<file path="src/kdi_digest_pkg.sv">
// Digest engine package
// Command encoding, initial values per key type, finalize constant
// and busy timing of the arithmetic digest

package kdi_digest_pkg;

  // Digest commands
  typedef enum logic [1:0] {
    CmdInit     = 2'd0,
    CmdLoad     = 2'd1,
    CmdDigest   = 2'd2,
    CmdFinalize = 2'd3
  } digest_cmd_e;

  // Initial values, indexed by key type
  // Index 2 SRAM, 1 flash address, 0 flash data
  parameter logic [2:0][63:0] DigestIv = {
    64'h3c1f_9a57_e6d2_0b84,
    64'h7d45_b2e9_1a6c_f038,
    64'h90e3_4f1b_c87a_5d26
  };

  // Mixed into the state on finalize
  parameter logic [63:0] DigestFinalConst = 64'ha5c3_19f7_6e2d_80b4;

  // Left rotate of one digest round
  parameter int DigestRot = 13;

  // Busy cycles of a digest or finalize command
  parameter int DigestLatency = 4;

endpackage

</file>
<file path="src/kdi_pkg.sv">
// Key derivation package
// Widths of seeds, keys, nonces and entropy words, the key type
// encoding and the settings that each requester brings along

package kdi_pkg;

  // One digest block, also one entropy word
  parameter int BlockWidth = 64;
  // Key of two blocks
  parameter int KeyWidth   = 128;
  // Flash seeds hold four blocks, two per key half
  parameter int SeedWidth  = 256;
  // Nonce of two entropy words
  parameter int NonceWidth = 128;
  // Width of the nonce reset value
  parameter int NonceInit_w = NonceWidth;

  // Requesters: 0 flash data, 1 flash address, 2 SRAM
  parameter int NumReq = 3;

  // Key type, picks the digest initial value
  typedef enum logic [1:0] {
    KeyFlashData = 2'd0,
    KeyFlashAddr = 2'd1,
    KeySram      = 2'd2
  } key_sel_e;

  ////////////////////////////////////////////////////
  // Per requester settings, indexed by requester
  ////////////////////////////////////////////////////

  // Key type of each requester
  parameter key_sel_e ReqKeySel [NumReq] = '{KeyFlashData, KeyFlashAddr, KeySram};

  // Only the SRAM key mixes in fresh entropy
  parameter logic [NumReq-1:0] ReqIngestEntropy = 3'b100;

  // Flash address key needs just one nonce word
  parameter logic [NumReq-1:0] ReqNonceTwoWords = 3'b101;

endpackage

</file>
<file path="src/kdi_ctrl_fsm.sv">
// Key derivation control FSM
// Builds the key in two halves. Each half clears the digest, digests
// two seed blocks, for the SRAM key also two entropy words, and stores
// the finalized result. Nonce words are fetched at the end.
// Escalation or an illegal state ends in a terminal error state.

`timescale 1ns/1ns

module kdi_ctrl_fsm (
  input  logic                         clk_i,
  input  logic                         rst_ni,
  input  logic                         kdi_en_i,
  input  logic                         esc_i,
  output logic                         fsm_err_o,
  input  logic                         req_valid_i,
  input  logic                         ingest_entropy_i,
  input  logic                         nonce_two_words_i,
  output logic                         req_done_o,
  output logic                         edn_req_o,
  input  logic                         edn_ack_i,
  output kdi_digest_pkg::digest_cmd_e  cmd_o,
  output logic                         cmd_valid_o,
  input  logic                         cmd_ready_i,
  input  logic                         result_valid_i,
  output logic                         data_sel_o,
  output logic                         key_we_o,
  output logic                         key_half_o,
  output logic                         nonce_we_o,
  output logic                         entropy_idx_o,
  output logic                         seed_valid_we_o,
  output logic [1:0]                   seed_idx_o
);
  import kdi_digest_pkg::*;

  typedef enum logic [3:0] {
    Reset,
    Idle,
    DigClr,
    DigLoad,
    FetchEntropy,
    DigEntropy,
    DigFin,
    DigWait,
    FetchNonce,
    Finish,
    Error
  } state_e;

  state_e     state_d, state_q;
  logic [1:0] seed_cnt_d, seed_cnt_q;
  logic [1:0] entropy_cnt_d, entropy_cnt_q;
  logic       edn_req_d, edn_req_q;
  logic       edn_ack;

  // Only an ack to a pending request counts
  assign edn_ack = edn_ack_i && edn_req_q;

  always_comb begin : p_fsm
    state_d       = state_q;
    seed_cnt_d    = seed_cnt_q;
    entropy_cnt_d = entropy_cnt_q;
    fsm_err_o     = 1'b0;
    req_done_o    = 1'b0;
    // Pending entropy request stays up until acked, even after escalation
    edn_req_d       = edn_req_q && !edn_ack_i;
    cmd_o           = CmdInit;
    cmd_valid_o     = 1'b0;
    data_sel_o      = 1'b0;
    key_we_o        = 1'b0;
    nonce_we_o      = 1'b0;
    seed_valid_we_o = 1'b0;

    case (state_q)
      // Wait for the enable pulse
      Reset: begin
        if (kdi_en_i) begin
          state_d = Idle;
        end
      end
      Idle: begin
        if (req_valid_i) begin
          state_d       = DigClr;
          seed_cnt_d    = '0;
          entropy_cnt_d = '0;
        end
      end
      // Digest back to the initial value of the key type
      DigClr: begin
        cmd_valid_o = 1'b1;
        cmd_o       = CmdInit;
        if (cmd_ready_i) begin
          state_d = DigLoad;
        end
      end
      // Even seed block is loaded, odd one triggers the round
      DigLoad: begin
        cmd_valid_o = 1'b1;
        if (seed_cnt_q[0]) begin
          cmd_o = CmdDigest;
          if (cmd_ready_i) begin
            state_d = ingest_entropy_i ? FetchEntropy : DigFin;
          end
        end else begin
          cmd_o = CmdLoad;
          if (cmd_ready_i) begin
            seed_cnt_d = seed_cnt_q + 2'd1;
          end
        end
      end
      // Two entropy words for the SRAM key
      FetchEntropy: begin
        edn_req_d = 1'b1;
        if (edn_ack) begin
          nonce_we_o = 1'b1;
          if (entropy_cnt_q == 2'd1) begin
            edn_req_d     = 1'b0;
            entropy_cnt_d = '0;
            state_d       = DigEntropy;
          end else begin
            entropy_cnt_d = entropy_cnt_q + 2'd1;
          end
        end
      end
      DigEntropy: begin
        data_sel_o  = 1'b1;
        cmd_valid_o = 1'b1;
        if (entropy_cnt_q[0]) begin
          cmd_o = CmdDigest;
          if (cmd_ready_i) begin
            entropy_cnt_d = '0;
            state_d       = DigFin;
          end
        end else begin
          cmd_o = CmdLoad;
          if (cmd_ready_i) begin
            entropy_cnt_d = entropy_cnt_q + 2'd1;
          end
        end
      end
      DigFin: begin
        cmd_valid_o = 1'b1;
        cmd_o       = CmdFinalize;
        if (cmd_ready_i) begin
          state_d = DigWait;
        end
      end
      // Store the half, second half moves on to the nonce
      DigWait: begin
        if (result_valid_i) begin
          key_we_o = 1'b1;
          if (seed_cnt_q == 2'd1) begin
            seed_cnt_d = 2'd2;
            state_d    = DigClr;
          end else begin
            seed_cnt_d      = '0;
            seed_valid_we_o = 1'b1;
            state_d         = FetchNonce;
          end
        end
      end
      // One or two nonce words, by requester
      FetchNonce: begin
        edn_req_d = 1'b1;
        if (edn_ack) begin
          nonce_we_o = 1'b1;
          if (entropy_cnt_q == {1'b0, nonce_two_words_i}) begin
            edn_req_d     = 1'b0;
            entropy_cnt_d = '0;
            state_d       = Finish;
          end else begin
            entropy_cnt_d = entropy_cnt_q + 2'd1;
          end
        end
      end
      Finish: begin
        req_done_o = 1'b1;
        state_d    = Idle;
      end
      // Terminal
      Error: begin
        fsm_err_o = 1'b1;
      end
      default: begin
        state_d   = Error;
        fsm_err_o = 1'b1;
      end
    endcase

    if (esc_i) begin
      state_d   = Error;
      fsm_err_o = 1'b1;
    end
  end

  always_ff @(posedge clk_i or negedge rst_ni) begin : p_regs
    if (!rst_ni) begin
      state_q       <= Reset;
      seed_cnt_q    <= '0;
      entropy_cnt_q <= '0;
      edn_req_q     <= 1'b0;
    end else begin
      state_q       <= state_d;
      seed_cnt_q    <= seed_cnt_d;
      entropy_cnt_q <= entropy_cnt_d;
      edn_req_q     <= edn_req_d;
    end
  end

  assign edn_req_o     = edn_req_q;
  assign seed_idx_o    = seed_cnt_q;
  assign key_half_o    = seed_cnt_q[1];
  assign entropy_idx_o = entropy_cnt_q[0];

endmodule

</file>
<file path="src/kdi_digest.sv">
// Arithmetic digest engine
// Init loads the initial value of the key type, load holds one block,
// digest folds the held block and the new block into the state, and
// finalize returns the state mixed with a constant.

`timescale 1ns/1ns

module kdi_digest (
  input  logic                           clk_i,
  input  logic                           rst_ni,
  input  kdi_pkg::key_sel_e              key_sel_i,
  input  kdi_digest_pkg::digest_cmd_e    cmd_i,
  input  logic                           cmd_valid_i,
  output logic                           cmd_ready_o,
  input  logic [kdi_pkg::BlockWidth-1:0] block_i,
  output logic                           result_valid_o,
  output logic [kdi_pkg::BlockWidth-1:0] result_o
);
  import kdi_pkg::*;
  import kdi_digest_pkg::*;

  localparam int CntWidth = $clog2(DigestLatency + 1);

  logic [BlockWidth-1:0] state_q;
  logic [BlockWidth-1:0] held_q;
  logic [BlockWidth-1:0] mixed;
  logic [CntWidth-1:0]   busy_cnt_q;
  logic                  fin_q;
  logic                  cmd_acc;

  assign cmd_ready_o = (busy_cnt_q == '0);
  assign cmd_acc     = cmd_valid_i && cmd_ready_o;

  // One round: xor, rotate left
  assign mixed = state_q ^ held_q;

  // Digest state and held block
  always_ff @(posedge clk_i) begin : p_data
    if (cmd_acc) begin
      case (cmd_i)
        CmdInit:   state_q <= DigestIv[key_sel_i];
        CmdLoad:   held_q  <= block_i;
        CmdDigest: state_q <= ((mixed << DigestRot) | (mixed >> (BlockWidth - DigestRot)))
                              + block_i;
        default:   ;
      endcase
    end
  end

  // Busy counter, digest and finalize take DigestLatency cycles
  always_ff @(posedge clk_i or negedge rst_ni) begin : p_busy
    if (!rst_ni) begin
      busy_cnt_q <= '0;
      fin_q      <= 1'b0;
    end else if (cmd_acc && (cmd_i == CmdDigest || cmd_i == CmdFinalize)) begin
      busy_cnt_q <= CntWidth'(DigestLatency);
      fin_q      <= (cmd_i == CmdFinalize);
    end else if (busy_cnt_q != '0) begin
      busy_cnt_q <= busy_cnt_q - 1'b1;
    end
  end

  // Result shows in the last busy cycle of a finalize
  assign result_valid_o = fin_q && (busy_cnt_q == CntWidth'(1));
  assign result_o       = state_q ^ DigestFinalConst;

endmodule

</file>
<file path="src/kdi_key_regs.sv">
// Key output registers
// Holds the derived key halves, the nonce words and the seed-valid
// flag, and selects the 64-bit block that goes into the digest.

`timescale 1ns/1ns

module kdi_key_regs #(
  parameter logic [kdi_pkg::KeyWidth-1:0]   KeyInit   = '0,
  parameter logic [kdi_pkg::NonceWidth-1:0] NonceInit = '0
) (
  input  logic                           clk_i,
  input  logic                           rst_ni,
  input  logic                           data_sel_i,
  input  logic                           key_we_i,
  input  logic                           key_half_i,
  input  logic                           nonce_we_i,
  input  logic                           entropy_idx_i,
  input  logic                           seed_valid_we_i,
  input  logic [1:0]                     seed_idx_i,
  input  logic [kdi_pkg::SeedWidth-1:0]  req_seed_i,
  input  logic                           req_seed_valid_i,
  input  logic [kdi_pkg::BlockWidth-1:0] digest_result_i,
  input  logic [kdi_pkg::BlockWidth-1:0] edn_data_i,
  output logic [kdi_pkg::BlockWidth-1:0] block_o,
  output logic [kdi_pkg::KeyWidth-1:0]   key_o,
  output logic [kdi_pkg::NonceWidth-1:0] nonce_o,
  output logic                           seed_valid_o
);
  import kdi_pkg::*;

  logic [1:0][BlockWidth-1:0] key_q;
  logic [1:0][BlockWidth-1:0] nonce_q;
  logic [3:0][BlockWidth-1:0] seed_blocks;
  logic                       seed_valid_q;

  assign seed_blocks = req_seed_i;

  // Key halves, nonce words, seed-valid flag
  always_ff @(posedge clk_i or negedge rst_ni) begin : p_regs
    if (!rst_ni) begin
      key_q        <= KeyInit;
      nonce_q      <= NonceInit;
      seed_valid_q <= 1'b0;
    end else begin
      if (key_we_i) begin
        key_q[key_half_i] <= digest_result_i;
      end
      // Entropy words land in the nonce, also the ones that get digested
      if (nonce_we_i) begin
        nonce_q[entropy_idx_i] <= edn_data_i;
      end
      if (seed_valid_we_i) begin
        seed_valid_q <= req_seed_valid_i;
      end
    end
  end

  // Digest input, seed blocks read as zero when the seed is not valid
  assign block_o = data_sel_i       ? nonce_q[entropy_idx_i] :
                   req_seed_valid_i ? seed_blocks[seed_idx_i] : '0;

  assign key_o        = key_q;
  assign nonce_o      = nonce_q;
  assign seed_valid_o = seed_valid_q;

endmodule

</file>
<file path="src/kdi_req_arbiter.sv">
// Key request arbiter
// Round-robin choice among the three key requesters. The grant is
// registered and held until the control FSM reports the end of the
// derivation, which then becomes the ack of the granted requester.

`timescale 1ns/1ns

module kdi_req_arbiter (
  input  logic                           clk_i,
  input  logic                           rst_ni,
  input  logic [kdi_pkg::NumReq-1:0]     key_req_i,
  input  logic [kdi_pkg::SeedWidth-1:0]  flash_data_seed_i,
  input  logic [kdi_pkg::SeedWidth-1:0]  flash_addr_seed_i,
  input  logic [kdi_pkg::KeyWidth-1:0]   sram_seed_i,
  input  logic                           seed_valid_i,
  input  logic                           req_done_i,
  output logic [kdi_pkg::NumReq-1:0]     key_ack_o,
  output logic                           req_valid_o,
  output kdi_pkg::key_sel_e              key_sel_o,
  output logic                           ingest_entropy_o,
  output logic                           nonce_two_words_o,
  output logic                           seed_valid_o,
  output logic [kdi_pkg::SeedWidth-1:0]  seed_o
);
  import kdi_pkg::*;

  localparam int IdxWidth = $clog2(NumReq);

  logic                busy_q;
  logic [IdxWidth-1:0] idx_q;
  logic [IdxWidth-1:0] ptr_q;
  logic                seed_valid_q;
  logic [IdxWidth-1:0] gnt_idx;
  logic                gnt_found;

  // First requester at or above the pointer, wrapping around
  always_comb begin : p_search
    int j;
    gnt_idx   = '0;
    gnt_found = 1'b0;
    for (int i = 0; i < NumReq; i++) begin
      j = (int'(ptr_q) + i) % NumReq;
      if (!gnt_found && key_req_i[j]) begin
        gnt_idx   = IdxWidth'(j);
        gnt_found = 1'b1;
      end
    end
  end

  // Grant, pointer and seed-valid sample
  always_ff @(posedge clk_i or negedge rst_ni) begin : p_grant
    if (!rst_ni) begin
      busy_q       <= 1'b0;
      idx_q        <= '0;
      ptr_q        <= '0;
      seed_valid_q <= 1'b0;
    end else if (!busy_q) begin
      if (gnt_found) begin
        busy_q       <= 1'b1;
        idx_q        <= gnt_idx;
        ptr_q        <= (gnt_idx == IdxWidth'(NumReq - 1)) ? '0 : gnt_idx + 1'b1;
        seed_valid_q <= seed_valid_i;
      end
    end else if (req_done_i) begin
      busy_q <= 1'b0;
    end
  end

  // Settings of the granted requester
  assign req_valid_o       = busy_q;
  assign key_sel_o         = ReqKeySel[idx_q];
  assign ingest_entropy_o  = ReqIngestEntropy[idx_q];
  assign nonce_two_words_o = ReqNonceTwoWords[idx_q];
  assign seed_valid_o      = seed_valid_q;

  // SRAM seed is used for both key halves
  always_comb begin : p_seed
    case (idx_q)
      IdxWidth'(0): seed_o = flash_data_seed_i;
      IdxWidth'(1): seed_o = flash_addr_seed_i;
      default:      seed_o = {sram_seed_i, sram_seed_i};
    endcase
  end

  // One-cycle ack to the granted index
  assign key_ack_o = (busy_q && req_done_i) ? (NumReq'(1) << idx_q) : '0;

endmodule

</file>
<file path="src/kdi_top.sv">
// Scrambling key derivation unit
// Three key requesters share one derivation engine through a
// round-robin arbiter. The engine digests seeds and entropy into a
// 128-bit key and fetches a nonce over the entropy port.

`timescale 1ns/1ns

module kdi_top #(
  parameter logic [kdi_pkg::KeyWidth-1:0] KeyInit =
    128'h1f3a_6c90_d2e4_7b58_a0c6_3e19_54f7_8d2b,
  parameter logic [kdi_pkg::NonceInit_w-1:0] NonceInit =
    128'h52d7_0e8c_b61f_49a3_e07c_2b95_d843_16fa
) (
  input  logic                           clk_i,
  input  logic                           rst_ni,
  input  logic                           kdi_en_i,
  input  logic                           esc_i,
  output logic                           fsm_err_o,
  input  logic                           seed_valid_i,
  input  logic [kdi_pkg::SeedWidth-1:0]  flash_data_seed_i,
  input  logic [kdi_pkg::SeedWidth-1:0]  flash_addr_seed_i,
  input  logic [kdi_pkg::KeyWidth-1:0]   sram_seed_i,
  output logic                           edn_req_o,
  input  logic                           edn_ack_i,
  input  logic [kdi_pkg::BlockWidth-1:0] edn_data_i,
  input  logic [kdi_pkg::NumReq-1:0]     key_req_i,
  output logic [kdi_pkg::NumReq-1:0]     key_ack_o,
  output logic [kdi_pkg::KeyWidth-1:0]   key_o,
  output logic [kdi_pkg::NonceWidth-1:0] nonce_o,
  output logic                           seed_valid_o
);
  import kdi_pkg::*;
  import kdi_digest_pkg::*;

  // Granted request and its settings
  logic                  req_valid;
  key_sel_e              key_sel;
  logic                  ingest_entropy;
  logic                  nonce_two_words;
  logic                  req_seed_valid;
  logic [SeedWidth-1:0]  req_seed;
  logic                  req_done;

  // Digest engine handshake
  digest_cmd_e           cmd;
  logic                  cmd_valid;
  logic                  cmd_ready;
  logic                  result_valid;
  logic [BlockWidth-1:0] digest_result;
  logic [BlockWidth-1:0] digest_block;

  // Register file control
  logic                  data_sel;
  logic                  key_we;
  logic                  key_half;
  logic                  nonce_we;
  logic                  entropy_idx;
  logic                  seed_valid_we;
  logic [1:0]            seed_idx;

  //////////////////////////////////////////////////
  // Requester side
  //////////////////////////////////////////////////

  kdi_req_arbiter u_arbiter (
    .clk_i             (clk_i),
    .rst_ni            (rst_ni),
    .key_req_i         (key_req_i),
    .flash_data_seed_i (flash_data_seed_i),
    .flash_addr_seed_i (flash_addr_seed_i),
    .sram_seed_i       (sram_seed_i),
    .seed_valid_i      (seed_valid_i),
    .req_done_i        (req_done),
    .key_ack_o         (key_ack_o),
    .req_valid_o       (req_valid),
    .key_sel_o         (key_sel),
    .ingest_entropy_o  (ingest_entropy),
    .nonce_two_words_o (nonce_two_words),
    .seed_valid_o      (req_seed_valid),
    .seed_o            (req_seed)
  );

  //////////////////////////////////////////////////
  // Derivation engine
  //////////////////////////////////////////////////

  // Sequences both key halves and the nonce fetch
  kdi_ctrl_fsm u_ctrl_fsm (
    .clk_i             (clk_i),
    .rst_ni            (rst_ni),
    .kdi_en_i          (kdi_en_i),
    .esc_i             (esc_i),
    .fsm_err_o         (fsm_err_o),
    .req_valid_i       (req_valid),
    .ingest_entropy_i  (ingest_entropy),
    .nonce_two_words_i (nonce_two_words),
    .req_done_o        (req_done),
    .edn_req_o         (edn_req_o),
    .edn_ack_i         (edn_ack_i),
    .cmd_o             (cmd),
    .cmd_valid_o       (cmd_valid),
    .cmd_ready_i       (cmd_ready),
    .result_valid_i    (result_valid),
    .data_sel_o        (data_sel),
    .key_we_o          (key_we),
    .key_half_o        (key_half),
    .nonce_we_o        (nonce_we),
    .entropy_idx_o     (entropy_idx),
    .seed_valid_we_o   (seed_valid_we),
    .seed_idx_o        (seed_idx)
  );

  // Key, nonce and seed-valid outputs, digest input select
  kdi_key_regs #(
    .KeyInit   (KeyInit),
    .NonceInit (NonceInit)
  ) u_key_regs (
    .clk_i            (clk_i),
    .rst_ni           (rst_ni),
    .data_sel_i       (data_sel),
    .key_we_i         (key_we),
    .key_half_i       (key_half),
    .nonce_we_i       (nonce_we),
    .entropy_idx_i    (entropy_idx),
    .seed_valid_we_i  (seed_valid_we),
    .seed_idx_i       (seed_idx),
    .req_seed_i       (req_seed),
    .req_seed_valid_i (req_seed_valid),
    .digest_result_i  (digest_result),
    .edn_data_i       (edn_data_i),
    .block_o          (digest_block),
    .key_o            (key_o),
    .nonce_o          (nonce_o),
    .seed_valid_o     (seed_valid_o)
  );

  // Initial value follows the granted key type
  kdi_digest u_digest (
    .clk_i          (clk_i),
    .rst_ni         (rst_ni),
    .key_sel_i      (key_sel),
    .cmd_i          (cmd),
    .cmd_valid_i    (cmd_valid),
    .cmd_ready_o    (cmd_ready),
    .block_i        (digest_block),
    .result_valid_o (result_valid),
    .result_o       (digest_result)
  );

endmodule

</file>
<file path="config.mk">
export PLATFORM = sky130hd
export DESIGN_NAME = kdi_top
export DESIGN_NICKNAME = d
export VERILOG_FILES = /design/src/kdi_digest_pkg.sv /design/src/kdi_pkg.sv /design/src/kdi_ctrl_fsm.sv /design/src/kdi_digest.sv /design/src/kdi_key_regs.sv /design/src/kdi_req_arbiter.sv /design/src/kdi_top.sv
export SDC_FILE = /design/constraint.sdc
export NUM_CORES = 1
export LEC_CHECK = 0
export BUFFER_PORTS_ARGS = -buffer_cell sky130_fd_sc_hd__buf_2
export CAP_MARGIN = 20
export CORE_AREA = 2 2 385 387
export CTS_CLUSTER_SIZE = 8
export DETAILED_ROUTE_END_ITERATION = 8
export DIE_AREA = 0 0 387 389
export HOLD_SLACK_MARGIN = 0.03
export SLEW_MARGIN = 30
export SYNTH_ARGS = -nofsm -noshare
export SYNTH_HDL_FRONTEND = slang
export SYNTH_HIERARCHICAL = 1
export SYNTH_SLANG_ARGS = --single-unit
</file>
<file path="constraint.sdc">
create_clock -name clk_i -period 8.8 [get_ports clk_i]
set_input_delay 1.76 -clock clk_i [delete_from_list [all_inputs] [get_ports clk_i]]
set_output_delay 1.76 -clock clk_i [all_outputs]
set_load 0.02 [all_outputs]
</file>
# Yosys cells after proc, flatten, opt, wreduce, memory -nomap -nowiden

Index checks and enable logic that the tools add are counted.

Register bits: 404
Input bits: 713
Logic and storage cells: 216

$add $sub $neg: 7
Divide/modulo/power cells: 3
Magnitude comparators: 11
Eq/ne operators: 40
Shift-type cells: 1
Muxes and demuxes: 96
Bitwise logic cells: 5
Reduce and logical (&&, ||, !) cells: 34

Operator list:

| kind                    | number |
|---|---|
| $mux W64                | 8 |
| $pmux W256 S2           | 1 |
| $bmux W64 S2            | 2 |
| $bwmux W128             | 2 |
| $demux W64 S1           | 2 |
| $pmux W64 S2            | 1 |
| $lt A32 B4 Y1 const B   | 3 |
| $add A64 B64 Y64        | 1 |
| $mod A32 B3 Y32 const B | 2 |
| $or A64 B13 Y64         | 1 |
| $xor A64 B64 Y64        | 1 |
| $mux W4                 | 15 |
| $pmux W4 S11            | 1 |
| $mux W2                 | 21 |
| $mod A3 B3 Y32 const B  | 1 |
| $not A32 Y32            | 1 |
| $mux W1                 | 30 |
| $ne A3 B2 Y1 const B    | 10 |
| $eq A4 B3 Y1 const B    | 4 |
| $reduce_and A14 Y1      | 1 |
| $eq A4 B4 Y1 const B    | 3 |
| $pmux W2 S3             | 2 |
| $bmux W1 S2             | 5 |
| $logic_and A1 B1 Y1     | 10 |
| 39 further kinds        | 69 |

# Longest topological paths before layout

Gate-level depths: netlist (run 1).

Word-level depth: 13
Gate-level depth with buffers: 22
Depth with buffers taken out: 19

# Hierarchy

Netlist (run 1), hierarchy kept.

Modules (own cells, without submodules):

| module          | instances | cells an instance | area each (um^2) |
|---|---|---|---|
| kdi_key_regs    | 1         | 907               | 12,844.8 |
| kdi_digest      | 1         | 946               | 9,380.2 |
| kdi_req_arbiter | 1         | 1,055             | 6,202.2 |
| kdi_ctrl_fsm    | 1         | 123               | 943.4 |

# Worst setup path after synthesis (run 1)

Ideal clock, no wire load.

Kind: reg2reg
From: reg u_ctrl_fsm.state_q[1]
To: reg u_digest.held_q[0], enable pin
Library setup time: 578 ps
Arrival: 6,016 ps
Data required time: 8,222 ps
Path slack: 2,206 ps
Stages on the path, launching flop included: 7
Period minus slack after synthesis: 6,594 ps
Cell sequence: dfrtp_1 -> buf_2 -> buf_1 -> o31ai_1 -> nand2_1 -> a21oi_1 -> nor3b_1

RTL lines:

| element                                             | line                | source |
|---|---|---|
| start, declared                                     | kdi_ctrl_fsm.sv:49  | `state_e state_d, state_q;` |
| start signal, assigned                              | kdi_ctrl_fsm.sv:197 | `state_q <= Reset;` |
| start signal, assigned                              | kdi_ctrl_fsm.sv:202 | `state_q <= state_d;` |
| $eq A4 B3 Y1 / $eq A4 B2 Y1 (equally long branches) | kdi_ctrl_fsm.sv:73  | `case (state_q)` |
| $pmux W2 S3 (*)                                     | kdi_ctrl_fsm.sv:73  |  |
| net cmd[0]                                          | kdi_top.sv:45       | `digest_cmd_e cmd;` |
| $eq A2 B1 Y1 (*)                                    | kdi_digest.sv:40    | `case (cmd_i)` |
| $reduce_and A2 Y1 (no source line) (*)              | -                   |  |
| end signal, assigned                                | kdi_digest.sv:42    | `CmdLoad: held_q <= block_i;` |
| end, declared                                       | kdi_digest.sv:25    | `logic [BlockWidth-1:0] held_q;` |

Mark *: on every way through the listed nets, which the timed path passes. The rest lies on a longest branch.
A chain may end at the register's enable or synchronous reset.

# Final worst setup path (run 1)

From: reg u_ctrl_fsm.state_q[2]
To: reg u_digest.state_q[63] (data pin)

Longest elaborated chain between the ends: 5

RTL lines:

| element              | line               | source |
|---|---|---|
| $eq A4 B3 Y1         | kdi_ctrl_fsm.sv:73 |  |
| $mux W1              | kdi_ctrl_fsm.sv:73 |  |
| net data_sel         | kdi_top.sv:53      | `logic data_sel;` |
| $mux W64             | kdi_key_regs.sv:59 | `assign block_o = data_sel_i ? nonce_q[entropy_idx_i] :` |
| net digest_block[14] | kdi_top.sv:50      | `logic [BlockWidth-1:0] digest_block;` |
| $add A64 B64 Y64     | kdi_digest.sv:44   | `+ block_i;` |
| $pmux W64 S2         | kdi_digest.sv:40   |  |
| end signal, assigned | kdi_digest.sv:41   | `CmdInit: state_q <= DigestIv[key_sel_i];` |
| end signal, assigned | kdi_digest.sv:43   | `CmdDigest: state_q <= ((mixed << DigestRot) \| (mixed >> (BlockWidth - DigestRot)))` |
| end, declared        | kdi_digest.sv:24   | `logic [BlockWidth-1:0] state_q;` |

The timed path passes the listed nets, and every way through them passes these cells.

==> out/qor.txt, run 1 <==
vias - 28600
YS warnings - 6
Remaining Overflow, GRT - 0
Worst-path clk slew - 0.06 ns
CP required - 9.23 ns
Worst-Margin Slew - 1.19 ns
Hold WC Path Type - reg2reg
Worst Skew - 0.0705 ns
fin. max-slew vios - 0
Slew headroom - 0.200
post-synth top area share - 0.131
layout cells sized above 1 - 0.377
fmax - 161 MHz
Gate Count Post-Synth - 3031
CP Launch Type - flop
CP Capture Type - flop
first-pass GRT wire length - 240 mm
GRT met1 Usage - 0.300
family with the most delay on the worst path - simple AND/OR/NAND/NOR gates
main area contributors after synthesis - edfxtp_1 13%, dfrtp_1 13%, dfstp_2 11%
PwrDens - 178 nW/um^2
CP max stage cell - and4bb_4
number of H-tree levels - 2
Worst Path Max Fanout - 44
CTS Root Cell - clkbuf_16
Avg Inst Size Synth - 9.69 um^2
worst vdd ir - 0.181 mV
Pleak - 17.2 nW
Tot Pwr - 6.75 mW
I/O Buffers - 974
Clk Latency, worst-skew pair - 0.72 ns
final hold vios - 0
post-CTS setup buffer count - 0
worst-path cell chain - and4bb_4 -> nand3b_1 -> buf_4 -> o21ai_1 -> ha_1 -> nand4_4 -> nor4_2 -> o2111ai_1 -> nand2_1 -> o211ai_2 -> a2111oi_2 -> nor2_1 -> o21ai_2 -> a211o_1 -> nand4_1
crit path DAT - 6.65 ns
cell row count - 141
first-pass iteration count of the detailed router - 5
CTS Buf Count - 61
HPWL after DPL - 151 mm
CTS tree - built
minimum period implied by the final worst setup slack - 6.22 ns
vias in the first global route - 28000
final wirelength - 182 mm
cts hold-fix bufs - 0
Setup CP Type - reg2reg
Placer Congestion - 0.999
CTS Buffer Depth - 3
count leader, synth - nor2_1
Mapped Area - 29400 um^2
crit path buf inv count - 1
DRC viols - 0
met2 GRT Util - 0.358
Synth Net Count - 3828
setup_tns - 0 ns
Yosys reg bits - 404
ANT nets after route - 0
Async S/R FF share, synth - 0.683
Die H - 389 um
largest net degree at the start of global routing - 135
starting density of the core - 0.200
CTS sink cnt - 404
Via-to-Cell Ratio - 4.86
GR Util met3 - 0.0747
RSZ-0062 raised after global routing - no
Nets - 4649
sequential share of the synthesized area - 0.371
outcome - finished clean
area grow syn2layout - 29.0%
core area - 147000 um^2
initial antenna violation count - 160
fin crit share - 0.707
Iter 0 DRT Violations - 2390
EDFF count, synth - 128
top cells by count, synth - 311 x nor2_1, 264 x and2_1, 262 x a211oi_1
library cells used by synthesis - 87
total track usage - 0.231
Yosys top cell by area - edfxtp_1
final design utilization - 0.258
Max-cap violations - 0
wire length per cell - 30.9 um
Setup Viol. Count Final - 0
layer with the highest usage - met2
Gates resized, CTS repair - 0
die area - 151000 um^2
io pins - 975
Main synth FF type - dfrtp_1
Die Wd - 387 um
Max stage delay on crit path - 0.84 ns
-- final cells by class --
type / count / area, um^2
Clock buffer: 99 / 1720
Tap cell: 1930 / 2410
Clock inverter: 12 / 166
Timing Repair Buffer: 1012 / 5250
Antenna cell: 55 / 138
Inverter: 66 / 255
Fill cell: 15900 / 109000
Sequential cell: 404 / 10900
Multi-Input combinational cell: 2307 / 17000
-- placed cells by master (no fill, tap or decap), types with 6 or more instances in the layout --
cell / netlist / layout
clkbuf_1: 129 / 34
nor2_1: 311 / 310
clkbuf_16: 0 / 62
o211ai_1: 6 / 6
dfstp_2: 128 / 128
nor3_1: 13 / 13
a21oi_1: 95 / 95
mux2i_1: 70 / 70
and2_1: 264 / 264
buf_4: 57 / 32
a31oi_1: 6 / 6
nand2_1: 86 / 85
a211oi_2: 0 / 11
nand3_1: 25 / 25
mux2_1: 192 / 192
o31ai_1: 6 / 6
a21o_1: 39 / 39
edfxtp_1: 128 / 128
and3_1: 7 / 7
ha_1: 83 / 83
o21bai_1: 18 / 18
a211oi_1: 262 / 251
xnor2_1: 36 / 36
buf_2: 41 / 973
xor2_1: 87 / 87
a22oi_1: 66 / 66
inv_1: 65 / 65
nand4_1: 31 / 31
o21ai_1: 58 / 60
dfrtp_1: 148 / 144
clkinv_2: 0 / 6
o21a_1: 8 / 8
o21ai_0: 107 / 105
nor2b_1: 142 / 139
nand2b_1: 13 / 12
diode_2: 0 / 55
mux2_2: 196 / 196
-- through the flow --
stage | instance area (um^2) | hold WS [ns] | std cells | setup slack (ns)
2_1_floorplan | 29400 | 0.457 | 3031 | 2.21
3_3_place_gp | 35800 | 0.479 | 5718 | 2.29
5_1_grt | 37800 | 0.514 | 5863 | 2.28
3_5_place_dp | 35800 | 0.488 | 5718 | 2.38
4_1_cts | 37700 | 0.501 | 5829 | 2.59
6_report | 37900 | 0.498 | 5885 | 2.58
-- worst reg2reg max path, stage by stage, from the launching register on --
cell and delay, ns:
dfrtp_1 0.79, and4bb_4 0.84, nand3b_1 0.23, buf_4 0.61, o21ai_1 0.46, ha_1 0.60
nand4_4 0.22, nor4_2 0.43, o2111ai_1 0.22, nand2_1 0.17, o211ai_2 0.16, a2111oi_2 0.41
nor2_1 0.18, o21ai_2 0.35, a211o_1 0.18, nand4_1 0.08
-- worst paths after layout --
path                                           to             startpoint  slack, ns  cells after the start
max                          u_digest/state_q[63]  u_ctrl_fsm/state_q[2]       2.58                     15
min                          u_key_regs/key_o[64]   u_key_regs/key_o[64]       0.50                      1
max reg2reg                  u_digest/state_q[63]  u_ctrl_fsm/state_q[2]       2.58                     15
min reg2reg                  u_key_regs/key_o[64]   u_key_regs/key_o[64]       0.50                      1
max in group asynchronous  u_key_regs/nonce_o[70]                 rst_ni       6.13                      2
min in group asynchronous     u_key_regs/key_o[2]                 rst_ni       1.09                      1
-- layer usage --
metal / wire length [um] / up-vias
met3: 16100 / 365
met4: 7150 / 76
met2: 79900 / 1397
met1: 78300 / 14200
met5: 493 / -
li1: - / 12600
-- sequential cells by signal, indices dropped and copies added, names as in the netlist --
| register | cells |
|---|---|
| u_arbiter/idx_q | 2 |
| u_arbiter/ptr_q | 2 |
| u_arbiter/req_valid_o | 1 |
| u_arbiter/seed_valid_o | 1 |
| u_ctrl_fsm/edn_req_o | 1 |
| u_ctrl_fsm/entropy_cnt_q | 2 |
| u_ctrl_fsm/seed_idx_o | 2 |
| u_ctrl_fsm/state_q | 4 |
| u_digest/busy_cnt_q | 3 |
| u_digest/fin_q | 1 |
| u_digest/held_q | 64 |
| u_digest/state_q | 64 |
| u_key_regs/key_o | 128 |
| u_key_regs/nonce_o | 128 |
| u_key_regs/seed_valid_o | 1 |
-- where the power goes --
group          total, mW  switching (mW)  internal, mW
combinational       2.36            1.52         0.843
clock               2.36           0.978          1.38
sequential          2.02          0.0385          1.98
total               6.75            2.53          4.21
-- kinds of logic after synthesis --
| family | Yosys count | share of synthesized area |
|---|---|---|
| AND/OR/NAND/NOR | 922 | 0.163 |
| adder cells (fa/ha/maj) | 84 | 0.0360 |
| flip-flops | 404 | 0.371 |
| multiplexers | 460 | 0.174 |
| buffers and inverters | 320 | 0.0528 |
| AO/OA/AOI/OAI | 718 | 0.166 |
| XOR/XNOR | 123 | 0.0367 |
No activity file was read; power rests on OpenSTA's default activity.
==> run 2: changes to the inputs <==
--- a/config.mk
+++ b/config.mk
@@ -7,10 +7,10 @@
 export LEC_CHECK = 0
 export BUFFER_PORTS_ARGS = -buffer_cell sky130_fd_sc_hd__buf_2
 export CAP_MARGIN = 20
-export CORE_AREA = 2 2 385 387
+export CORE_AREA = 2 2 382 384
 export CTS_CLUSTER_SIZE = 8
 export DETAILED_ROUTE_END_ITERATION = 8
-export DIE_AREA = 0 0 387 389
+export DIE_AREA = 0 0 384 386
 export HOLD_SLACK_MARGIN = 0.03
 export SLEW_MARGIN = 30
 export SYNTH_ARGS = -nofsm -noshare
==> constraint.sdc (replaced) <==
create_clock -name clk_i -period 5.1 [get_ports clk_i]
set_input_delay 1.02 -clock clk_i [delete_from_list [all_inputs] [get_ports clk_i]]
set_output_delay 1.02 -clock clk_i [all_outputs]
set_load 0.02 [all_outputs]
==> run 2 against run 1 <==
Compared with the run above: sequential power is 71% higher; core utilization is 1.8 points higher; register-to-register slack worse by 2.5 ns; die area is 1.5% lower; via count is 1.7% higher; combinational power is 100% higher; sequential cell count stayed put; critical path type unchanged; critical endpoint unchanged.
==> out/qor.txt, run 2 (synthesis gave the netlist of run 1 again) <==
outcome - finished clean
fin crit share - 0.978 (+0.271)
CTS Buf Count - 60 (-1.6%)
total track usage - 0.235 (+0.00323)
Pleak - 18.5 nW (+7.3%)
CP Launch Type - flop
Max stage delay on crit path - 0.56 ns (-0.28 ns)
fin. max-slew vios - 0 (unchanged)
HPWL after DPL - 155 mm (+2.6%)
RR Startpoint - u_arbiter/idx_q[0]
cell area after layout - 40000 um^2 (+5.5%)
Nets - 4902 (+5.4%)
CP required - 5.50 ns (-3.73 ns)
I/O Buffers - 974 (unchanged)
Clk Latency, worst-skew pair - 0.68 ns (-0.04 ns)
CTS sink cnt - 404 (unchanged)
Setup CP Type - reg2reg
CTS tree - built
most frequent cells in the layout - 973 x buf_2, 308 x nor2_1, 271 x buf_4
final wirelength - 183 mm (+0.39%)
dpl cells - 5957 (+4.2%)
cts hold-fix bufs - 0 (unchanged)
Worst-Margin Slew - 1.01 ns (-0.185 ns)
Finished Layout Cells - 6119 (+4.0%)
Die Wd - 384 um (-0.78%)
CP max stage cell - dfrtp_4
Via-to-Cell Ratio - 4.75 (-2.2%)
Worst Path Max Fanout - 77 (+75%)
DRC viols - 0 (unchanged)
Remaining Overflow, GRT - 0 (unchanged)
Slew headroom - 0.321 (+0.121)
starting density of the core - 0.203 (+0.00290)
layout cells sized above 1 - 0.419 (+0.0411)
Critical Path Source - u_arbiter/idx_q[0]
die area - 148000 um^2 (-1.5%)
vias - 29100 (+1.7%)
Worst Skew - 0.0334 ns (-0.0370 ns)
Worst-path clk slew - 0.06 ns (about the same)
crit path DAT - 5.39 ns (-1.26 ns)
number of H-tree levels - 2 (unchanged)
fmax - 200 MHz (+25%)
vias in the first global route - 28300 (+0.97%)
final design utilization - 0.277 (+0.0182)
commonest non-fill, non-tap cell in the layout - buf_2
Placer Congestion - 0.978 (-2.0%)
CTS Root Cell - clkbuf_16
worst vdd ir - 0.247 mV (+36%)
PwrDens - 306 nW/um^2 (+72%)
area grow syn2layout - 36.1%
CTS Buffer Depth - 3 (unchanged)
first-pass GRT wire length - 238 mm (-1.1%)
first-pass iteration count of the detailed router - 6 (+1)
Hold WC Path Type - in2async
worst-path cell chain - buf_12 -> buf_4 -> and2_1 -> a211oi_2 -> nor2_1 -> mux2_2 -> a22oi_1 -> o21ai_2 -> ha_1 -> nand2_1 -> nor4_4 -> o2111ai_1 -> nand2_1 -> o211ai_2 -> a2111oi_2 -> nor2_2 -> o21ai_2 -> a211o_1 -> nand4_1
Iter 0 DRT Violations - 2434 (+1.8%)
final setup margin - 0.111 ns (-2.47 ns)
io pins - 975 (unchanged)
ANT nets after route - 0 (unchanged)
Max-cap violations - 0 (unchanged)
CP Capture Type - flop
cell row count - 140 (-0.71%)
Area after DPL - 37900 um^2 (+5.7%)
minimum period implied by the final worst setup slack - 4.99 ns (-1.23 ns)
core area - 145000 um^2 (-1.4%)
initial antenna violation count - 142 (-11%)
wire length per cell - 29.8 um (-3.4%)
Die H - 386 um (-0.77%)
Setup Viol. Count Final - 0 (unchanged)
largest net degree at the start of global routing - 94 (-30%)
final hold vios - 0 (unchanged)
worst slack, placed - -0.263 ns (-2.64 ns)
## run 2: path summary, 6_finish.rpt
check | endpoint | slack (ns) | cells past startpoint
max | u_digest/state_q[63] | 0.11 | 19
min | u_key_regs/key_o[111] | 0.39 | 1
max in group asynchronous | u_key_regs/nonce_o[10] | 3.66 | 2
min in group clk_i | u_key_regs/key_o[111] | 0.50 | 1
max reg2reg | u_digest/state_q[63] | 0.11 | 19
min reg2reg | u_key_regs/key_o[111] | 0.50 | 1
## run 2: area by class of cell
class | count | area [um^2]
diodes | 47 | 118
clock buffers | 105 | 1720
clock inverters | 7 | 95.1
fillers | 15500 | 105000
inverters | 66 | 255
multi-input cells | 2307 | 17100
flip-flops and latches | 404 | 10900
well taps | 1917 | 2400
repair buffers | 1266 | 7330
## run 2: metrics by stage
stage                     setup TNS, ns  power, mW  hold slack [ns]
after CTS                             0       12.3            0.380
after global routing            -0.0429       12.8            0.421
after global placement            -3.20       8.18            0.484
final                                 0       12.2            0.386
after detailed placement          -3.65       8.20            0.484
after floorplan                       0       5.89            0.457
## run 2: layer usage
metal | routed length (um) | GRT usage
met3 | 16500 | 0.0711
met5 | 505 | 0
met4 | 5930 | 0.0790
met2 | 80200 | 0.360
met1 | 79400 | 0.311
## run 2: what timing repair did
action	CTS	global route
resized for setup	2	35
pin swaps	0	6
buffers inserted	0	3
setup endpoints to repair	12	25
## run 2: critical path: cells and delay by family (launching register included)
family / cells / cell delay, ns
AOI/OAI and AO/OA: 8 / 1.94
adders and majority gates: 1 / 0.37
buffers and inverters: 2 / 0.42
DFF: 1 / 0.56
muxes: 1 / 0.28
and+or+nand+nor: 7 / 1.03
## run 2: power by group
| group | switching [mW] | internal, mW |
|---|---|---|
| Combinational | 2.87 | 1.96 |
| Sequential | 0.0227 | 3.42 |
| Clock | 1.61 | 2.35 |
| Total | 4.50 | 7.74 |
==> run 3: changes to the inputs <==
--- a/config.mk
+++ b/config.mk
@@ -7,10 +7,11 @@
 export LEC_CHECK = 0
 export BUFFER_PORTS_ARGS = -buffer_cell sky130_fd_sc_hd__buf_2
 export CAP_MARGIN = 20
-export CORE_AREA = 2 2 382 384
+export CORE_AREA = 2 2 378 380
+export CTS_BUF_LIST = sky130_fd_sc_hd__clkbuf_8
 export CTS_CLUSTER_SIZE = 8
 export DETAILED_ROUTE_END_ITERATION = 8
-export DIE_AREA = 0 0 384 386
+export DIE_AREA = 0 0 380 382
 export HOLD_SLACK_MARGIN = 0.03
 export SLEW_MARGIN = 30
 export SYNTH_ARGS = -nofsm -noshare
==> run 3 against run 2 <==
Compared with the run above: sequential cell count is the same; critical endpoint is now u_digest/state_q[58]; die area fell by 2.1%; final area shrank 0.48%.
==> out/qor.txt, run 3 (synthesis gave the netlist of run 1 again) <==
outcome - finished clean
Slew headroom - 0.351 (+0.0298)
Worst Path Max Fanout - 57 (-26%)
Hold WC Path Type - in2async
Pleak - 18.6 nW (+0.38%)
most frequent cells in the layout - 973 x buf_2, 309 x nor2_1, 264 x and2_1
core area - 141000 um^2 (-2.5%)
Die Wd - 380 um (-1.0%)
ANT nets after route - 0 (unchanged)
RSZ-0062 raised after global routing - yes
filler cell count - 15300 (-1.7%)
fmax - 200 MHz (-0.14%)
Remaining Overflow, GRT - 0 (unchanged)
cell row count - 138 (-1.4%)
dpl cells - 5905 (-0.87%)
vias in the first global route - 29100 (+2.8%)
starting density of the core - 0.208 (+0.00522)
Tot Pwr - 11.7 mW (-4.6%)
Nets - 4901 (-0.020%)
Max stage delay on crit path - 0.59 ns (+0.03 ns)
crit path DAT - 5.65 ns (+0.26 ns)
Max-cap violations - 0 (unchanged)
CTS Root Cell - clkbuf_8
WHS - 0.299 ns (-0.0875 ns)
layout cells sized above 1 - 0.424 (+0.00545)
I/O Buffers - 974 (unchanged)
CTS Buffer Depth - 3 (unchanged)
minimum period implied by the final worst setup slack - 5.00 ns (+0.00686 ns)
Area after DPL - 37700 um^2 (-0.45%)
Worst-path clk slew - 0.07 ns (about the same)
Clk Latency, worst-skew pair - 0.79 ns (+0.11 ns)
first-pass GRT wire length - 242 mm (+1.9%)
first-pass iteration count of the detailed router - 6 (unchanged)
CTS sink cnt - 404 (unchanged)
fin. max-slew vios - 0 (unchanged)
Iter 0 DRT Violations - 2529 (+3.9%)
CP Launch Type - flop
final wirelength - 183 mm (about the same)
vias - 29300 (+0.88%)
total track usage - 0.242 (+0.00699)
initial antenna violation count - 158 (+11%)
CP Capture Type - flop
Die H - 382 um (-1.0%)
Placer Congestion - 0.986 (+0.81%)
number of H-tree levels - 3 (+1)
HPWL after DPL - 155 mm (about the same)
Finished Layout Cells - 6116 (-0.049%)
Worst Skew - 0.0583 ns (+0.0249 ns)
setup_tns - 0 ns (unchanged)
CP max stage cell - dfrtp_4
worst vdd ir - 0.189 mV (-23%)
CP required - 5.76 ns (+0.26 ns)
area grow syn2layout - 35.4%
largest net degree at the start of global routing - 97 (+3.2%)
Setup CP Type - reg2reg
Most Frequent Cell on Critical Path - buf_12
Worst-Margin Slew - 0.964 ns (-0.0442 ns)
commonest non-fill, non-tap cell in the layout - buf_2
worst-path cell chain - buf_12 -> buf_12 -> and2_1 -> a211oi_1 -> nor2_1 -> mux2_2 -> a22oi_1 -> o21ai_1 -> ha_1 -> and4_1 -> nand2_1 -> a2111oi_4 -> o21a_2 -> o21ai_4 -> o21a_1 -> or4_1 -> nand3_1
family with the most delay on the worst path - compound AO/OA/AOI/OAI gates
io pins - 975 (unchanged)
wire length per cell - 29.8 um (about the same)
final hold vios - 0 (unchanged)
PwrDens - 293 nW/um^2 (-4.1%)
DRC viols - 0 (unchanged)
CTS tree - built
CTS Buf Count - 79 (+32%)
cell area after layout - 39800 um^2 (-0.48%)
Setup Viol. Count Final - 0 (unchanged)
fin crit share - 0.980 (+0.00135)
crit path buf inv count - 2 (unchanged)
Via-to-Cell Ratio - 4.80 (+0.93%)
cts hold-fix bufs - 0 (unchanged)
die area - 145000 um^2 (-2.1%)
## run 3: where the power goes
| group | switching [mW] | internal (mW) | total [mW] |
|---|---|---|---|
| clock | 1.62 | 1.86 | 3.47 |
| combinational | 2.83 | 1.92 | 4.75 |
| sequential | 0.0264 | 3.42 | 3.45 |
## run 3: layer usage
| metal | global-route usage | vias up | part of all wire |
|---|---|---|---|
| li1 | - | 13100 | - |
| met1 | 0.312 | 14300 | 0.42 |
| met2 | 0.368 | 1430 | 0.44 |
| met3 | 0.0842 | 372 | 0.099 |
| met4 | 0.0941 | 92 | 0.038 |
| met5 | 0 | - | 0.0031 |
## run 3: what timing repair did
item                       4_1_cts  5_1_grt
setup buffers                    0        7
setup endpoints to repair        9       21
pin swaps                        0       11
gates resized for setup          6       44
gates cloned                     0        1
## run 3: metrics by stage
step	util	setup slack, ns
after CTS	0.279	0.00117
final	0.282	0.104
after detailed placement	0.267	-0.501
after floorplan	-	0.694
after global routing	0.282	-0.0259
after global placement	0.267	-0.666
## run 3: worst reg2reg max path: stages, from the launching register on
cell       delay (ns)
dfrtp_4          0.59
buf_12           0.21
buf_12           0.26
and2_1           0.20
a211oi_1         0.46
nor2_1           0.09
mux2_2           0.28
a22oi_1          0.19
o21ai_1          0.26
ha_1             0.44
and4_1           0.28
nand2_1          0.16
a2111oi_4        0.37
o21a_2           0.23
o21ai_4          0.10
o21a_1           0.24
or4_1            0.40
nand3_1          0.08
## run 3: path summary, 6_finish.rpt
check | from | endpoint | slack (ns) | cells past startpoint
setup / recovery | u_arbiter/idx_q[0] | u_digest/state_q[58] | 0.10 | 17
hold / removal | rst_ni | u_key_regs/key_o[46] | 0.30 | 1
setup reg to reg | u_arbiter/idx_q[0] | u_digest/state_q[58] | 0.10 | 17
hold reg to reg | u_key_regs/key_o[53] | u_key_regs/key_o[53] | 0.50 | 1
max in group asynchronous | rst_ni | u_key_regs/nonce_o[9] | 3.72 | 2
min in group clk_i | seed_valid_i | u_arbiter/seed_valid_o | 0.46 | 2
## run 3: area by class of cell
| type | count | area (um^2) | area share |
|---|---|---|---|
| Tap cell | 1890 | 2360 | 0.0594 |
| Clock inverter | 55 | 369 | 0.00928 |
| Sequential cell | 404 | 10900 | 0.275 |
| Clock buffer | 92 | 1270 | 0.0318 |
| Antenna cell | 56 | 140 | 0.00352 |
| Multi-Input combinational cell | 2307 | 17200 | 0.432 |
| Timing Repair Buffer | 1246 | 7260 | 0.183 |
| Inverter | 66 | 264 | 0.00664 |
